`config.mk`:
```
export PLATFORM = sky130hd
export DESIGN_NAME = dinoGameTop
export DESIGN_NICKNAME = d
export VERILOG_FILES = /design/src/dinoGeometryPkg.sv /design/src/dinoGameCtrlPkg.sv /design/src/moveTicker.sv /design/src/obstacleLane.sv /design/src/jumpController.sv /design/src/collisionDetector.sv /design/src/scoreKeeper.sv /design/src/dinoGameTop.sv
export SDC_FILE = /design/constraint.sdc
export NUM_CORES = 1
export LEC_CHECK = 0
export ABC_AREA = 1
export BUFFER_PORTS_ARGS = -buffer_cell sky130_fd_sc_hd__buf_4
export CAP_MARGIN = 20
export CORE_ASPECT_RATIO = 0.8
export CORE_MARGIN = 2
export CORE_UTILIZATION = 60
export CTS_BUF_LIST = sky130_fd_sc_hd__clkbuf_2 sky130_fd_sc_hd__clkbuf_4 sky130_fd_sc_hd__clkbuf_8
export DETAILED_ROUTE_END_ITERATION = 16
export MAX_ROUTING_LAYER = met4
export PLACE_DENSITY = 0.8
export SLEW_MARGIN = 20
export SYNTH_ARGS = -nofsm -noshare
export SYNTH_HDL_FRONTEND = slang
export SYNTH_HIERARCHICAL = 1
export SYNTH_SLANG_ARGS = --single-unit
```
`constraint.sdc`:
```
create_clock -name clk -period 2.8 [get_ports clk]
set_input_delay 0.14 -clock clk [delete_from_list [all_inputs] [get_ports clk]]
set_output_delay 0.14 -clock clk [all_outputs]
set_load 0.005 [all_outputs]
```
`src/dinoGeometryPkg.sv`:
```
package dinoGeometryPkg;

    // Screen coordinates are unsigned bytes
    // X grows to the right, Y grows downward
    localparam int coordW = 8;

    // Y of the ground line
    localparam int groundTop = 200;

    // Dinosaur sprite
    localparam int dinoH = 20;
    // Fixed horizontal span, dino never moves in X
    localparam int dinoLeft = 20;
    localparam int dinoRight = 40;

    // Obstacle sprite
    localparam int obsW = 8;
    // Height is minObsH plus a 4-bit random value
    localparam int minObsH = 10;
    // X where a lane reappears after leaving the screen
    localparam int spawnX = 254;

    // Jump arc length in entries
    localparam int jumpSteps = 16;

    // Elevation above ground per arc entry
    // Rough parabola, symmetric around the apex of 47
    // First and last entries sit on the ground
    localparam logic [coordW-1:0] jumpArc [jumpSteps] = '{
        8'd0,  8'd12, 8'd22, 8'd31,
        8'd38, 8'd43, 8'd46, 8'd47,
        8'd47, 8'd46, 8'd43, 8'd38,
        8'd31, 8'd22, 8'd12, 8'd0
    };

endpackage

```
`src/dinoGameCtrlPkg.sv`:
```
package dinoGameCtrlPkg;

    import dinoGeometryPkg::*;

    // Game state input, driven by the menu logic outside the core
    localparam int stateW = 4;
    // Menu clears everything
    localparam logic [stateW-1:0] gameMenu = 4'd0;
    localparam logic [stateW-1:0] gameRunning = 4'd1;
    // Every other code pauses the game

    // Score display, ones digit at index 0
    localparam int scoreDigits = 6;

    // Speed levels, the tick period is tickBase * (4 - level)
    localparam int speedW = 2;
    localparam logic [speedW-1:0] speedSlow = 2'd1;
    localparam logic [speedW-1:0] speedMid = 2'd2;
    localparam logic [speedW-1:0] speedFast = 2'd3;

    // Lanes that have start entries below
    localparam int maxLanes = 2;

    // Lane positions after reset or menu
    // Lane 1 starts halfway so the two lanes stay spread out
    localparam logic [coordW-1:0] laneStartX [maxLanes] = '{
        coordW'(spawnX),
        8'd128
    };

    // Lane heights after reset or menu
    localparam logic [coordW-1:0] laneStartH [maxLanes] = '{
        coordW'(minObsH),
        8'd25
    };

endpackage

```
`src/moveTicker.sv`:
```
`timescale 1ns/10ps

module moveTicker
    import dinoGameCtrlPkg::*;
#(
    parameter int tickBase = 86654
) (
    input  logic              clk,
    input  logic              resetn,
    input  logic [stateW-1:0] gameState,
    input  logic [speedW-1:0] speedLevel,
    output logic              moveTick
);

    // Wide enough for the slowest possible period
    localparam int cntW = $clog2(4 * tickBase + 1);

    logic [cntW-1:0] cycleCnt;
    logic [cntW-1:0] period;

    // Faster levels shorten the period
    assign period = cntW'(tickBase * (4 - int'(speedLevel)));

    always_ff @(posedge clk) begin
        if (!resetn || gameState == gameMenu) begin
            cycleCnt <= '0;
            moveTick <= 1'b0;
        end else if (gameState == gameRunning) begin
            // Greater-or-equal catches a count left above a newly shortened period
            if (cycleCnt >= period - cntW'(1)) begin
                cycleCnt <= '0;
                moveTick <= 1'b1;
            end else begin
                cycleCnt <= cycleCnt + cntW'(1);
                moveTick <= 1'b0;
            end
        end
        // Paused, count and a pending tick both wait for the resume
    end

endmodule

```
`src/obstacleLane.sv`:
```
`timescale 1ns/10ps

module obstacleLane
    import dinoGeometryPkg::*;
    import dinoGameCtrlPkg::*;
#(
    parameter int laneIndex = 0
) (
    input  logic              clk,
    input  logic              resetn,
    input  logic [stateW-1:0] gameState,
    input  logic              moveTick,
    output logic [coordW-1:0] obsX,
    output logic [coordW-1:0] obsH
);

    // Height generator
    logic [3:0] lfsr;
    logic [3:0] lfsrNext;
    logic       feedback;

    // Taps on bits 2 and 0, inverted so the all-zero state is legal
    assign feedback = ~(lfsr[2] ^ lfsr[0]);
    assign lfsrNext = {lfsr[2:0], feedback};

    always_ff @(posedge clk) begin
        if (!resetn || gameState == gameMenu) begin
            obsX <= laneStartX[laneIndex];
            obsH <= laneStartH[laneIndex];
            lfsr <= 4'd0;
        end else if (gameState == gameRunning && moveTick) begin
            if (obsX == '0) begin
                // Left the screen
                // Come back at the right edge with a new height
                obsX <= coordW'(spawnX);
                lfsr <= lfsrNext;
                obsH <= coordW'(minObsH) + coordW'(lfsrNext);
            end else begin
                // One pixel left per tick
                obsX <= obsX - coordW'(1);
            end
        end
        // No tick or paused, lane stays put
    end

endmodule

```
`src/jumpController.sv`:
```
`timescale 1ns/10ps

module jumpController
    import dinoGeometryPkg::*;
    import dinoGameCtrlPkg::*;
#(
    parameter int jumpStepCycles = 137000
) (
    input  logic              clk,
    input  logic              resetn,
    input  logic [stateW-1:0] gameState,
    input  logic              jump,
    output logic [coordW-1:0] dinoY
);

    localparam int idxW = $clog2(jumpSteps);
    localparam int stepW = $clog2(jumpStepCycles + 1);
    // Top of the sprite when standing on the ground
    localparam logic [coordW-1:0] groundY = coordW'(groundTop - dinoH);

    logic [idxW-1:0]  arcIdx;
    logic [stepW-1:0] stepCnt;
    logic             active;
    logic             running;
    logic             stepDone;

    assign running = (gameState == gameRunning);
    assign stepDone = (stepCnt == stepW'(jumpStepCycles - 1));

    always_ff @(posedge clk) begin
        if (!resetn || gameState == gameMenu) begin
            arcIdx <= '0;
            stepCnt <= '0;
            active <= 1'b0;
            dinoY <= groundY;
        end else if (running) begin
            if (!active) begin
                // Jump only from the ground, a press mid-arc is ignored
                if (jump && dinoY == groundY) begin
                    active <= 1'b1;
                    arcIdx <= '0;
                    stepCnt <= '0;
                end
            end else if (stepDone) begin
                stepCnt <= '0;
                // Last entry done, back to idle
                if (arcIdx == idxW'(jumpSteps - 1)) begin
                    active <= 1'b0;
                end else begin
                    arcIdx <= arcIdx + idxW'(1);
                end
            end else begin
                stepCnt <= stepCnt + stepW'(1);
            end
            // Elevation lifts the sprite, so it subtracts from Y
            dinoY <= groundY - (active ? jumpArc[arcIdx] : '0);
        end
        // Paused, the dino hangs where it is
    end

endmodule

```
`src/collisionDetector.sv`:
```
`timescale 1ns/10ps

module collisionDetector
    import dinoGeometryPkg::*;
    import dinoGameCtrlPkg::*;
#(
    parameter int numLanes = 2
) (
    input  logic              clk,
    input  logic              resetn,
    input  logic [stateW-1:0] gameState,
    input  logic [coordW-1:0] obsX [numLanes],
    input  logic [coordW-1:0] obsH [numLanes],
    input  logic [coordW-1:0] dinoY,
    output logic              collision
);

    // Overlap of any lane this cycle
    logic anyHit;

    always_comb begin
        anyHit = 1'b0;
        for (int i = 0; i < numLanes; i++) begin
            // Left edge of the obstacle before the dino's right edge
            // Right edge past the dino's left edge, 9 bits so X near 255 cannot wrap
            // Bottom of the dino below the obstacle's top
            if (obsX[i] < coordW'(dinoRight) &&
                    ({1'b0, obsX[i]} + 9'(obsW)) > 9'(dinoLeft) &&
                    ({1'b0, dinoY} + 9'(dinoH)) > (9'(groundTop) - {1'b0, obsH[i]})) begin
                anyHit = 1'b1;
            end
        end
    end

    always_ff @(posedge clk) begin
        if (!resetn || gameState == gameMenu) begin
            collision <= 1'b0;
        end else if (gameState == gameRunning && anyHit) begin
            // Sticky until the next menu
            collision <= 1'b1;
        end
    end

endmodule

```
`src/scoreKeeper.sv`:
```
`timescale 1ns/10ps

module scoreKeeper
    import dinoGameCtrlPkg::*;
(
    input  logic              clk,
    input  logic              resetn,
    input  logic [stateW-1:0] gameState,
    input  logic              moveTick,
    output logic [3:0]        scoreDigit [scoreDigits],
    output logic [speedW-1:0] speedLevel
);

    // Score plus one, computed every cycle
    logic [3:0] nextDigit [scoreDigits];

    always_comb begin
        logic carry;
        carry = 1'b1;
        for (int i = 0; i < scoreDigits; i++) begin
            if (carry && scoreDigit[i] == 4'd9) begin
                // Digit rolls over, carry moves up
                nextDigit[i] = 4'd0;
            end else if (carry) begin
                nextDigit[i] = scoreDigit[i] + 4'd1;
                carry = 1'b0;
            end else begin
                nextDigit[i] = scoreDigit[i];
            end
        end
        // A carry out of the top digit is dropped, 999999 wraps to 0
    end

    always_ff @(posedge clk) begin
        if (!resetn || gameState == gameMenu) begin
            for (int i = 0; i < scoreDigits; i++) begin
                scoreDigit[i] <= 4'd0;
            end
            speedLevel <= speedSlow;
        end else if (gameState == gameRunning) begin
            // One point per movement tick
            if (moveTick) begin
                scoreDigit <= nextDigit;
            end
            // Level follows the registered score, one cycle behind it
            if (scoreDigit[5] != 4'd0 || scoreDigit[4] != 4'd0) begin
                speedLevel <= speedFast;
            end else if (scoreDigit[3] != 4'd0) begin
                speedLevel <= speedMid;
            end else begin
                speedLevel <= speedSlow;
            end
        end
    end

endmodule

```
`src/dinoGameTop.sv`:
```
`timescale 1ns/10ps

module dinoGameTop
    import dinoGeometryPkg::*;
    import dinoGameCtrlPkg::*;
#(
    parameter int numLanes = 2,
    parameter int tickBase = 86654,
    parameter int jumpStepCycles = 137000
) (
    input  logic              clk,
    input  logic              resetn,
    input  logic              jump,
    input  logic [stateW-1:0] gameState,
    output logic [coordW-1:0] dinoY,
    output logic [coordW-1:0] obsX [numLanes],
    output logic [coordW-1:0] obsH [numLanes],
    output logic              collision,
    output logic [3:0]        scoreDigit [scoreDigits],
    output logic [speedW-1:0] speedLevel
);

    // Game-wide movement pulse
    logic moveTick;

    // Pace set by the score's speed level
    moveTicker #(
        .tickBase(tickBase)
    ) i_moveTicker (
        .clk(clk),
        .resetn(resetn),
        .gameState(gameState),
        .speedLevel(speedLevel),
        .moveTick(moveTick)
    );

    // One lane per obstacle, each with its own start entry and LFSR
    for (genvar g = 0; g < numLanes; g++) begin : genLane
        obstacleLane #(
            .laneIndex(g)
        ) i_obstacleLane (
            .clk(clk),
            .resetn(resetn),
            .gameState(gameState),
            .moveTick(moveTick),
            .obsX(obsX[g]),
            .obsH(obsH[g])
        );
    end

    jumpController #(
        .jumpStepCycles(jumpStepCycles)
    ) i_jumpController (
        .clk(clk),
        .resetn(resetn),
        .gameState(gameState),
        .jump(jump),
        .dinoY(dinoY)
    );

    // Sees every lane and the dino
    collisionDetector #(
        .numLanes(numLanes)
    ) i_collisionDetector (
        .clk(clk),
        .resetn(resetn),
        .gameState(gameState),
        .obsX(obsX),
        .obsH(obsH),
        .dinoY(dinoY),
        .collision(collision)
    );

    scoreKeeper i_scoreKeeper (
        .clk(clk),
        .resetn(resetn),
        .gameState(gameState),
        .moveTick(moveTick),
        .scoreDigit(scoreDigit),
        .speedLevel(speedLevel)
    );

endmodule

```
After elaboration in Yosys (flattened, before gate mapping)

Memories as Yosys holds them, arrays and structs flattened.
Index checks and enable logic that the tools add are counted.
W data, S select, Z words.

Register bits: 116
Memory bits (read-only): 128
Input port bits: 7
Output and inout bits: 67
Word-level logic and storage cells: 143
Memories kept: 1

Memory list:

| memory          | words | width | read ports | clocked after Yosys merged registers in | wr ports | RTL line             | source |
|---|---|---|---|---|---|---|---|
| (no name shown) | 16    | 8     | 1          | 0                                       | 0        | jumpController.sv:56 | `dinoY <= groundY - (active ? jumpArc[arcIdx] : '0);` |

Add/sub/neg operators: 21
Multiply operators: 1
Magnitude comparators: 8
Equality and inequality tests: 12
Muxes and demuxes: 38
Bitwise gates (word level): 5
Reductions and logical operators: 37

Operator list:

| cell                     | number |
|---|---|
| $mux W4                  | 15 |
| $mux W18                 | 3 |
| $mux W8                  | 5 |
| $mul A17 B32 Y18 const A | 1 |
| $add A4 B1 Y4 const B    | 7 |
| $eq A4 B4 Y1 const B     | 7 |
| $add A19 B1 Y19 const B  | 1 |
| $ge A19 B19 Y1           | 1 |
| $mux W19                 | 1 |
| $sub A19 B1 Y19 const B  | 1 |
| $add A18 B1 Y18 const B  | 1 |
| $add A8 B4 Y9 const B    | 2 |
| $eq A18 B18 Y1 const B   | 1 |
| $gt A9 B5 Y1 const B     | 2 |
| $gt A9 B9 Y1             | 2 |
| $sub A8 B8 Y9 const A    | 2 |
| $logic_not A8 Y1         | 2 |
| $lt A8 B6 Y1 const B     | 2 |
| $sub A8 B1 Y8 const B    | 2 |
| $reduce_and A3 Y1        | 5 |
| $logic_and A1 B1 Y1      | 12 |
| $mux W1                  | 12 |
| $reduce_bool A2 Y1       | 6 |
| $reduce_bool A4 Y1       | 3 |
| other kinds (17)         | 26 |

Logic depth before layout (Yosys ltp)

Gate-level depths: netlist of run 1.

Depth after elaboration: 13
Gate-level depth with buffers: 18
Mapped depth without buffers: 17

Cells and area by module

The synthesis of run 1 kept the hierarchy.

By module, submodules not included:

| module                                   | instances | cells each | area each (µm²) | sequential area each (µm²) |
|---|---|---|---|---|
| jumpController                           | 1         | 337        | 2130.8          | 620.6 |
| moveTicker                               | 1         | 218        | 1571.5          | 400.4 |
| scoreKeeper                              | 1         | 203        | 1488.9          | 520.5 |
| collisionDetector                        | 1         | 178        | 1081.0          | 20.0 |
| obstacleLane (genLane[1].i_obstacleLane) | 1         | 123        | 907.1           | 320.3 |
| obstacleLane (genLane[0].i_obstacleLane) | 1         | 111        | 828.3           | 300.3 |

Least setup slack after synthesis of run 1

No wires, ideal clock.

Path type: flip-flop to flip-flop
Start: register i_scoreKeeper.speedLevel[0]
End: register i_moveTicker.cycleCnt[1]
Library setup time: 116 ps
Arrival: 2165 ps
Data required time: 2684 ps
Setup slack: 519 ps
Cell stages (with the launch flop): 14
Buffers on the path: 1
Clock period less this slack: 2281 ps
Path through: dfxtp_1 -> inv_1 -> ha_1 -> xor2_1 -> ha_1 -> nand2_1 -> nor2_1 -> nand2_1 -> nand3b_1 -> nand3_1 -> nand2_1 -> nand2_2 -> buf_6 -> nor2_1

Cells in the longest elaborated chain, start to end: 5

Ends and longest elaborated chain:

| item                   | RTL line          | source |
|---|---|---|
| start, declared        | scoreKeeper.sv:11 | `output logic [speedW-1:0] speedLevel` |
| start signal, assigned | scoreKeeper.sv:39 | `speedLevel <= speedSlow;` |
| start signal, assigned | scoreKeeper.sv:47 | `speedLevel <= speedFast;` |
| start signal, assigned | scoreKeeper.sv:49 | `speedLevel <= speedMid;` |
| $sub A3 B2 Y4          | moveTicker.sv:22  | `assign period = cntW'(tickBase * (4 - int'(speedLevel)));` |
| $mul A17 B32 Y18       | moveTicker.sv:22  |  |
| $sub A19 B1 Y19        | moveTicker.sv:30  | `if (cycleCnt >= period - cntW'(1)) begin` |
| $ge A19 B19 Y1         | moveTicker.sv:30  |  |
| $mux W19               | moveTicker.sv:30  |  |
| end signal, assigned   | moveTicker.sv:34  | `cycleCnt <= cycleCnt + cntW'(1);` |
| end, declared          | moveTicker.sv:18  | `logic [cntW-1:0] cycleCnt;` |

No other way between the ends.
A chain may end at the register's enable or synchronous reset.

Worst setup path in the final report of run 1

Start: register i_scoreKeeper.speedLevel[0]
End: register i_moveTicker.cycleCnt[14]

Same word-level chain as after synthesis.

==> flow_metrics.tcl, run 1 <==
set metrics [dict create \
    final_cells 1417 \
    multiInputGateArea_um2 5090 \
    ys.flop_type "dfxtp_1" \
    crit_fanout 19 \
    ff2ff_path_depth 12 \
    yosysSeqAreaShare_pct 27.2 \
    timing.final.ws_setup_ns 0.313 \
    dp_cells 1401 \
    clk_latency_ns 0.39 \
    r2r_slack_ns 0.31 \
    first_pass_iters 5 \
    period_needed_ns 2.49 \
    syn_to_final_growth_pct 10.2 \
    postLayoutCoreUtil_pct 68.1 \
    whs_path_depth 3 \
    root_buffer "clkbuf_8" \
    cts_sinks 109 \
    route.met2.wl_mm 7.35 \
    grt_max_degree 21 \
    h-tree-depth 3 \
    routed_wl_mm 17.1 \
    start_kind "flop" \
    maxSlewViolCount 0 \
    fillCellCount 1144 \
    io_pins 74 \
    hold_class "in2reg" \
    dp_slack_ns 0.256 \
    run_status "finished, final reports clean" \
    vias 7285 \
    p_int_mw 2.01 \
    p_sw_share_pct 25.4 \
    gr-total-overflow 0 \
    fmax_mhz 402 \
    worstPathArrival_ns 2.77 \
    syn_avg_cell_area_um2 6.84 \
    reg2reg_from "i_scoreKeeper/speedLevel[0]$_SDFFE_PP1P_" \
    setup_viol 0 \
    fin_nets 1325 \
    hold_buffers 0 \
    leakagePower_nw 4.23 \
    ys_warn_count 6 \
    p_comb_share_pct 8.1 \
    final-hold-violation-count 0 \
    synthesis.instances 1170 \
    grt_pass1_wl_mm 29.2 \
    fin_skew_ns 0.0123 \
    drt_iter0_drc 333 \
    wl_met3_um 956 \
    detailed_place_hpwl_mm 13.2 \
    diodes 0 \
    gp_congestion 0.940 \
    setup_tns_ns 0 \
    clkPwrFrac_pct 33.8 \
    min_from "resetn" \
    hold_path_end "i_collisionDetector/collision$_SDFFE_PP0P_" \
    start_util_pct 61.8 \
    fin_hold_ws_ns 0.0962 \
    synth-edff-count 0 \
    cts-buffers-inserted 9 \
    ys_seq_elements 109 \
    netSwitchingPower_mw 0.684 \
    tightest_slew_ns 0.613 \
    drt.antenna.violating_nets 0 \
    clkTransAtPathRegs_ns 0.10 \
    async_reset_ff_share_pct 0 \
    cts_tree "done" \
    met1_length_mm 8.57 \
    p_seq_share_pct 58.1 \
    maxUsedRoutingLayer "met4" \
    dieArea_um2 14300 \
    rsz0062_at_grt "no" \
    clk_path_buf_depth 2 \
    seq_area_um2 2180 \
    port_buffers 67 \
    rr_endpoint "i_moveTicker/cycleCnt[14]$_SDFFE_PP0N_" \
    antenna_found_initial 0 \
    relSlewSlack_pct 58.8 \
    drive_gt1_share_pct 13.8 \
    die_h_um 107 \
    via_per_inst 5.14 \
    syn_area_um2 8010 \
    core_um2 13000 \
    ir_drop_v 0.000229 \
    grt.total_usage_pct 25.5 \
    drc 0 \
    min_period_over_period_pct 88.8 \
    grt_pass1_vias 6247 \
    crit_required_ns 3.08 \
    synth_cell_types 53 \
    power.density_nw_per_um2 305 \
    die_x_um 133 \
    num_rows 37 \
    endpoint_kind "flop" \
    final_common_cell "nand2_1" \
    mostFrequentLayoutCells "276 x nand2_1, 150 x inv_1, 137 x nor2_1" \
    wl_per_cell_um 12.1 \
    cap_violations 0 \
    critPathKind "reg2reg" \
]
worst max-delay path by stage:
stage                                        endpoint  depth (start not counted)                                startpoint  slack, ns
5_1_grt        i_moveTicker/cycleCnt[15]$_SDFFE_PP0N_                         12  i_scoreKeeper/speedLevel[0]$_SDFFE_PP1P_       0.07
4_1_cts         i_moveTicker/cycleCnt[4]$_SDFFE_PP0N_                         12  i_scoreKeeper/speedLevel[0]$_SDFFE_PP1P_       0.24
3_5_place_dp    i_moveTicker/cycleCnt[4]$_SDFFE_PP0N_                         12  i_scoreKeeper/speedLevel[0]$_SDFFE_PP1P_       0.26
2_1_floorplan   i_moveTicker/cycleCnt[1]$_SDFFE_PP0N_                         13  i_scoreKeeper/speedLevel[0]$_SDFFE_PP1P_       0.52
6_report       i_moveTicker/cycleCnt[14]$_SDFFE_PP0N_                         12  i_scoreKeeper/speedLevel[0]$_SDFFE_PP1P_       0.31
3_3_place_gp    i_moveTicker/cycleCnt[3]$_SDFFE_PP0N_                         12  i_scoreKeeper/speedLevel[0]$_SDFFE_PP1P_       0.35
critical path, cell delays in order, from the launching register on:
cell and delay, ns:
dfxtp_1 0.50, inv_1 0.17, ha_1 0.39, inv_1 0.12
ha_1 0.29, nand2_1 0.06, nor2_1 0.15, and2_1 0.17
nand3b_1 0.08, nand3_1 0.08, nand2_1 0.10, nand2_4 0.20
nor2_1 0.06
power by group through the flow:
stage | combinational [mW] | clock, mW | sequential, mW
final | 0.217 | 0.908 | 1.56
after global routing | 0.246 | 0.997 | 1.57
after CTS | 0.213 | 0.943 | 1.56
after detailed placement | 0.211 | 0 | 1.60
after global placement | 0.206 | 0 | 1.60
after floorplan | 0.158 | 0 | 1.60
per-layer routing:
| layer | vias to the layer above | GRT usage (%) |
|---|---|---|
| met3 | 18 | 4.85 |
| met4 | 0 | 6.99 |
| met1 | 3240 | 35.3 |
| met5 | - | - |
| li1 | 3862 | - |
| met2 | 165 | 38.2 |
logic make-up after synthesis:
| kind of cell | Yosys count | share of synthesized area, % |
|---|---|---|
| multiplexers | 1 | 0.125 |
| AO/OA/AOI/OAI | 119 | 8.42 |
| XOR/XNOR | 40 | 4.38 |
| AND/OR/NAND/NOR | 635 | 37.7 |
| other | 3 | 0.141 |
| flip-flops | 109 | 27.2 |
| adder cells (fa/ha/maj) | 81 | 12.7 |
| buffers and inverters | 182 | 9.37 |
synth_stat cells, types with 4 or more instances:
cell,number,area [um2]
a21o_1,5,37.5
a21oi_1,61,305
buf_2,5,25.0
buf_4,8,60.1
buf_6,4,45.0
dfxtp_1,109,2180
ha_1,81,1010
inv_1,150,563
inv_2,11,41.3
nand2_1,276,1040
nand2_2,16,100
nand2_4,5,56.3
nand3_1,99,495
nand3_2,8,80.1
nand3b_1,6,45.0
nand4_1,19,119
nor2_1,137,514
nor2_2,11,68.8
nor2_4,14,158
nor3_1,22,110
o21ai_0,30,150
o21ai_1,7,35.0
xnor2_1,8,70.1
xor2_1,32,280
final cells by class:
cell class,count,area share (%)
multi-input combinational,883,57.7
sequential,109,24.7
inverter,163,6.95
timing repair buffer,71,6.04
tap,175,2.48
clock buffer,12,1.80
clock inverter,4,0.255
sequential cells by signal (all words and copies together) (netlist names):
name / count
i_jumpController/arcIdx: 4
i_moveTicker/moveTick: 1
i_jumpController/active: 1
i_scoreKeeper/scoreDigit: 24
i_jumpController/stepCnt: 18
i_scoreKeeper/speedLevel: 2
i_moveTicker/cycleCnt: 19
i_collisionDetector/collision: 1
i_jumpController/dinoY: 8
genLane.i_obstacleLane/obsX: 16
genLane.i_obstacleLane/obsH: 9
genLane.i_obstacleLane/lfsr: 6
what timing repair did:
| item | CTS | global route |
|---|---|---|
| endpoints found under the setup margin | 0 | 18 |
| buffers inserted | 0 | 0 |
| endpoints found under the hold margin | 0 | 0 |
| gates resized for setup | 0 | 1 |
per-stage QoR:
step                instance area, um2  total power, mW
CTS                               8820             2.72
global route                      8820             2.81
global placement                  8640             1.81
floorplan                         8020             1.76
detailed placement                8640             1.81
finish                            8820             2.69
(Power assumes the default switching activity.)
==> run 2: changes to the inputs <==
==> constraint.sdc (replaced) <==
create_clock -name clk -period 3.1 [get_ports clk]
set_input_delay 0.155 -clock clk [delete_from_list [all_inputs] [get_ports clk]]
set_output_delay 0.155 -clock clk [all_outputs]
set_load 0.005 [all_outputs]
==> flow_metrics.tcl, run 2 (synthesized netlist as in run 1, its figures left out) <==
set metrics [dict create \
    run_status "finished, final reports clean" \
    crit_required_ns 3.39 \
    detailed_place_hpwl_mm 13.3 \
    cpPeakStageDelay_ns 0.51 \
    path_delay_family "simple AND/OR/NAND/NOR gates" \
    crit_fanout 19 \
    drc 0 \
    hold_class "in2reg" \
    setup_viol 0 \
    drt_iter0_drc 407 \
    drive_gt1_share_pct 13.6 \
    fmax_mhz 380 \
    clk_latency_ns 0.40 \
    clk_path_buf_depth 2 \
    vias 7314 \
    wl_per_cell_um 12.3 \
    maxSlewViolCount 0 \
    maxUsedRoutingLayer "met4" \
    cts_resized 0 \
    regMostFlops "i_scoreKeeper/scoreDigit" \
    leakagePower_nw 4.22 \
    antenna_found_initial 0 \
    root_buffer "clkbuf_8" \
    met1_length_mm 8.71 \
    fin_nets 1323 \
    route.met2.wl_mm 7.54 \
    h-tree-depth 3 \
    path_cells "inv_1, ha_1, inv_1, ha_1, nand2_1, nor2_1, nand2_1, nand3b_1, nand3_1, nand2_1, nand2_2, nor2_1" \
    setup_tns_ns 0 \
    placed_area_um2 8620 \
    clkTransAtPathRegs_ns 0.10 \
    grt.total_usage_pct 25.7 \
    gr-total-overflow 0 \
    reg.largest.list "i_scoreKeeper/scoreDigit x24, i_moveTicker/cycleCnt x19, i_jumpController/stepCnt x18" \
    final-hold-violation-count 0 \
    ir_drop_v 0.000217 \
    cap_violations 0 \
    num_rows 37 \
    port_buffers 67 \
    final_common_cell "nand2_1" \
    grt_max_degree 21 \
    fin_skew_ns 0.00820 \
    rsz0062_at_grt "no" \
    cts_tree "done" \
    first_pass_iters 5 \
    start_util_pct 61.8 \
    cts_sinks 109 \
    cts_setup_buffers 0 \
    core_um2 13000 \
    worstPathArrival_ns 2.92 \
    largest_reg_flops 24 \
    mostFrequentLayoutCells "276 x nand2_1, 150 x inv_1, 137 x nor2_1" \
    syn_to_final_growth_pct 9.80 \
    cpMaxStageDelayCell "dfxtp_1" \
    routed_wl_mm 17.4 \
    min_period_over_period_pct 84.9 \
    stdcell_area_um2 8790 \
    hold_buffers 0 \
    power.density_nw_per_um2 275 \
    wl_met3_um 834 \
    die_h_um 107 \
    gp_congestion 0.940 \
    io_pins 74 \
    period_needed_ns 2.63 \
    critPathKind "reg2reg" \
    cts-buffers-inserted 9 \
    grt_pass1_wl_mm 29.3 \
    dieArea_um2 14300 \
    grt_pass1_vias 6325 \
    diodes 0 \
    drt.antenna.violating_nets 0 \
    start_kind "flop" \
    die_x_um 133 \
    via_per_inst 5.17 \
    relSlewSlack_pct 54.3 \
    tightest_slew_ns 0.682 \
    crit_buf_inv 2 \
    cpMostUsedCell "nand2_1" \
    endpoint_kind "flop" \
]
==> run 2: cell types whose count changed in the layout (fill, tap and decap cells not counted), sizes merged <==
cell / before / now
buf: 71 / 69
clkinv: 5 / 4
clkinvlp: 1 / 0
clkbuf: 12 / 13
==> run 2: stage by stage <==
stage          utilization [%]  worst slack, ns  hold slack, ns  total power, mW  std cells
2_1_floorplan                -            0.819           0.307             1.59       1174
3_3_place_gp              66.5            0.644           0.471             1.63       1399
3_5_place_dp              66.5            0.502           0.478             1.63       1399
4_1_cts                   67.8            0.482          0.0755             2.44       1414
5_1_grt                   67.8            0.184           0.109             2.52       1414
6_report                  67.8            0.469          0.0967             2.42       1414
==> run 2: metal layers <==
metal  GRT usage [%]  vias up
met5               -        -
met4            7.67        0
met3            4.99       22
met2            38.9      148
met1            35.1     3278
li1                -     3866
==> run 2: path summary, 6_finish.rpt <==
check / start / to / slack, ns / depth (start not counted)
hold / removal: resetn / i_collisionDetector/collision$_SDFFE_PP0P_ / 0.1 / 3
setup reg to reg: i_scoreKeeper/speedLevel[0]$_SDFFE_PP1P_ / i_moveTicker/cycleCnt[3]$_SDFFE_PP0N_ / 0.47 / 12
hold reg to reg: i_collisionDetector/collision$_SDFFE_PP0P_ / i_collisionDetector/collision$_SDFFE_PP0P_ / 0.49 / 2
setup / recovery: i_scoreKeeper/speedLevel[0]$_SDFFE_PP1P_ / i_moveTicker/cycleCnt[3]$_SDFFE_PP0N_ / 0.47 / 12
==> run 2: area by class of cell <==
class / count / area, um2
clock inverter: 2 / 10.0
fill: 1158 / 4170
multi-input combinational: 883 / 5090
timing repair buffer: 69 / 518
clock buffer: 13 / 160
sequential: 109 / 2180
tap: 175 / 219
inverter: 163 / 613
==> run 2: where the power goes <==
part           switching [mW]  total (mW)  internal, mW
Sequential            0.00784        1.41          1.40
Combinational           0.129       0.193        0.0641
Clock                   0.478       0.813         0.335
Total                   0.615        2.42          1.80
==> run 2: worst min-delay path: cells and delay by family <==
| family | cells | cell delay, ns |
|---|---|---|
| AO/OA/AOI/OAI | 2 | 0.15 |
| buffers and inverters | 1 | 0.15 |
==> run 3: changes to the inputs <==
--- a/config.mk
+++ b/config.mk
@@ -5,16 +5,16 @@
 export SDC_FILE = /design/constraint.sdc
 export NUM_CORES = 1
 export LEC_CHECK = 0
-export ABC_AREA = 1
+export ABC_AREA = 0
 export BUFFER_PORTS_ARGS = -buffer_cell sky130_fd_sc_hd__buf_4
 export CAP_MARGIN = 20
 export CORE_ASPECT_RATIO = 0.8
 export CORE_MARGIN = 2
-export CORE_UTILIZATION = 60
+export CORE_UTILIZATION = 56
 export CTS_BUF_LIST = sky130_fd_sc_hd__clkbuf_2 sky130_fd_sc_hd__clkbuf_4 sky130_fd_sc_hd__clkbuf_8
 export DETAILED_ROUTE_END_ITERATION = 16
 export MAX_ROUTING_LAYER = met4
-export PLACE_DENSITY = 0.8
+export PLACE_DENSITY = 0.79
 export SLEW_MARGIN = 20
 export SYNTH_ARGS = -nofsm -noshare
 export SYNTH_HDL_FRONTEND = slang
==> constraint.sdc (replaced) <==
create_clock -name clk -period 2.3 [get_ports clk]
set_input_delay 0.115 -clock clk [delete_from_list [all_inputs] [get_ports clk]]
set_output_delay 0.115 -clock clk [all_outputs]
set_load 0.005 [all_outputs]
==> flow_metrics.tcl, run 3 <==
set metrics [dict create \
    dp_cells 1136 \
    dp_slack_ns -0.163 \
    power.density_nw_per_um2 385 \
    p_sw_share_pct 23.9 \
    synth_cell_types 77 \
    yosysSeqAreaShare_pct 29.4 \
    clk_path_buf_depth 2 \
    ys_warn_count 6 \
    core_um2 12900 \
    fin_skew_ns 0.0128 \
    gr-total-overflow 0 \
    clkTransAtPathRegs_ns 0.11 \
    drt_iter0_drc 504 \
    whs_path_depth 3 \
    diodes 0 \
    leakagePower_nw 3.62 \
    period_needed_ns 2.33 \
    cpPeakStageDelay_ns 0.42 \
    first_pass_iters 4 \
    syn_area_um2 7420 \
    p_int_mw 2.63 \
    final_cells 1160 \
    p_seq_share_pct 54.8 \
    mostFrequentLayoutCells "114 x buf_4, 102 x dfxtp_1, 85 x nand2_1" \
    netSwitchingPower_mw 0.826 \
    fmax_mhz 429 \
    seq_area_um2 2200 \
    start_util_pct 57.5 \
    gp_congestion 0.900 \
    regMostFlops "i_scoreKeeper/scoreDigit" \
    synth_top_cell_area_share_pct 29.4 \
    clkPwrFrac_pct 38.4 \
    clk_latency_ns 0.38 \
    wl_per_cell_um 15.9 \
    port_buffers 67 \
    p_comb_share_pct 6.8 \
    via_per_inst 5.93 \
    yosysTopAreaCell "dfxtp_1" \
    fillCellCount 1027 \
    routed_wl_mm 18.4 \
    critPathKind "reg2reg" \
    ys.flop_type "dfxtp_1" \
    rsz0062_at_grt "yes" \
    ff2ff_path_depth 11 \
    grt_pass1_vias 6007 \
    syn_to_final_growth_pct 21.0 \
    tightest_slew_ns 0.859 \
    setup_viol 12 \
    grt_max_degree 22 \
    relSlewSlack_pct 41.9 \
    violations "negative setup slack" \
    cts_sinks 109 \
    cts_tree "done" \
    r2r_slack_ns -0.03 \
    crit_fanout 8 \
    crit_required_ns 2.56 \
    async_reset_ff_share_pct 0 \
    die_h_um 107 \
    synthesis.instances 883 \
    antenna_found_initial 0 \
    hold_class "in2reg" \
    reg.largest.list "i_scoreKeeper/scoreDigit x24, i_moveTicker/cycleCnt x19, i_jumpController/stepCnt x18" \
    multiInputGateArea_um2 5240 \
    num_rows 37 \
    syn_avg_cell_area_um2 8.41 \
    die_x_um 133 \
    synth-edff-count 0 \
    detailed_place_hpwl_mm 12.8 \
    root_buffer "clkbuf_8" \
    grt.total_usage_pct 25.1 \
    run_status "finished, violations left" \
    fin_nets 1068 \
    drt.antenna.violating_nets 0 \
    worstPathArrival_ns 2.60 \
    path_cells "inv_4, ha_4, inv_2, buf_4, ha_1, nand2_1, o21ai_1, nand2_1, a31oi_4, clkbuf_16, nor3_2" \
    vias 6882 \
    synthTopCellsByArea "dfxtp_1 29%, ha_1 14%, nand2_1 4.4%" \
    drive_gt1_share_pct 22.4 \
    hold_buffers 0 \
    setup_tns_ns -0.272 \
    final-hold-violation-count 0 \
    yosysMostFrequentCell "dfxtp_1" \
    timing.final.ws_setup_ns -0.0314 \
    cpMostUsedCell "nand2_1" \
    ir_drop_v 0.000289 \
    h-tree-depth 3 \
    endpoint_kind "flop" \
    ys_seq_elements 109 \
    min_period_over_period_pct 101 \
    cpMaxStageDelayCell "dfxtp_4" \
    io_pins 74 \
    cts-buffers-inserted 9 \
    cap_violations 0 \
    start_kind "flop" \
    maxSlewViolCount 0 \
    grt_pass1_wl_mm 28.8 \
    final_common_cell "buf_4" \
    dieArea_um2 14200 \
    largest_reg_flops 24 \
    ys_top_cells_by_count "109 x dfxtp_1, 87 x nand2_1, 81 x ha_1, 53 x a21oi_1, 52 x nor2_1" \
    drc 0 \
]
## run 3: changes by cell type after synthesis, sizes merged, moves of 12 or more
cell    before  now
nand2      297   87
inv        161   44
nor2       164   53
nand3      110   43
nor3        24   46
xnor2        8   30
nor4         2   20
clkbuf       1   18
nor2b        0   14
or3          1   15
a21oi       65   53
## run 3: path summary, 6_finish.rpt
kind / endpoint / from
worst max-delay path: i_moveTicker/cycleCnt[15]$_SDFFE_PP0N_ / i_scoreKeeper/speedLevel[0]$_SDFFE_PP1P_
worst min-delay path: i_moveTicker/cycleCnt[2]$_SDFFE_PP0N_ / resetn
worst max register to register: i_moveTicker/cycleCnt[15]$_SDFFE_PP0N_ / i_scoreKeeper/speedLevel[0]$_SDFFE_PP1P_
worst min register to register: i_jumpController/stepCnt[17]$_SDFFE_PP0P_ / i_jumpController/stepCnt[17]$_SDFFE_PP0P_
## run 3: power groups by stage
stage / combinational (mW) / clock [mW] / sequential, mW
2_1_floorplan: 0.138 / 0 / 1.94
6_report: 0.235 / 1.33 / 1.89
5_1_grt: 0.257 / 1.42 / 1.89
3_3_place_gp: 0.207 / 0 / 1.94
4_1_cts: 0.212 / 1.36 / 1.89
3_5_place_dp: 0.210 / 0 / 1.94
## run 3: cell type report
class | instances | area share (%)
clock buffer | 11 | 1.62
clock inverter | 5 | 0.920
inverter | 44 | 1.90
multi-input combinational | 698 | 58.4
sequential | 109 | 24.5
tap | 175 | 2.44
timing repair buffer | 118 | 10.3
## run 3: timing repair
item,4_1_cts,5_1_grt
cloned,0,1
setup endpoints to repair,20,22
setup buffers,3,4
pin swaps,4,31
gates resized for setup,9,57
## run 3: metal layers
layer  global-route usage [%]  routed length (um)  vias up
met5                        -                   0        -
met4                     6.53                 368        0
met3                     4.49                1050       30
met2                     37.3                8280      198
met1                     35.5                8730     3244
li1                         -                   -     3410
## run 3: cell families (layout without fill, tap and decap cells)
logic type | count (synthesis) | in the layout | synth area share (%)
other | 3 | 7 | 0.152
AND/OR/NAND/NOR | 377 | 377 | 29.2
flip-flops | 109 | 109 | 29.4
AO/OA/AOI/OAI | 162 | 162 | 14.1
multiplexers | 6 | 6 | 0.978
XOR/XNOR | 65 | 65 | 7.67
buffers and inverters | 80 | 178 | 4.82
adder cells (fa/ha/maj) | 81 | 81 | 13.7
## run 3: critical path, delay by kind of cell (launching register included)
kind / cells / cell delay (ns)
AND/OR/NAND/NOR: 3 / 0.28
flip-flops: 1 / 0.42
AO/OA/AOI/OAI: 2 / 0.45
adder cells (fa/ha/maj): 2 / 0.56
buffers and inverters: 4 / 0.50
## run 3: through the flow
step / total power, mW / utilization, % / hold slack (ns) / cell area (um2)
floorplan: 2.08 / - / 0.329 / 7500
global placement: 2.14 / 64.7 / 0.462 / 8360
detailed placement: 2.15 / 64.7 / 0.472 / 8360
CTS: 3.47 / 67.0 / 0.0908 / 8660
global route: 3.57 / 69.5 / 0.123 / 8980
finish: 3.45 / 69.5 / 0.118 / 8980
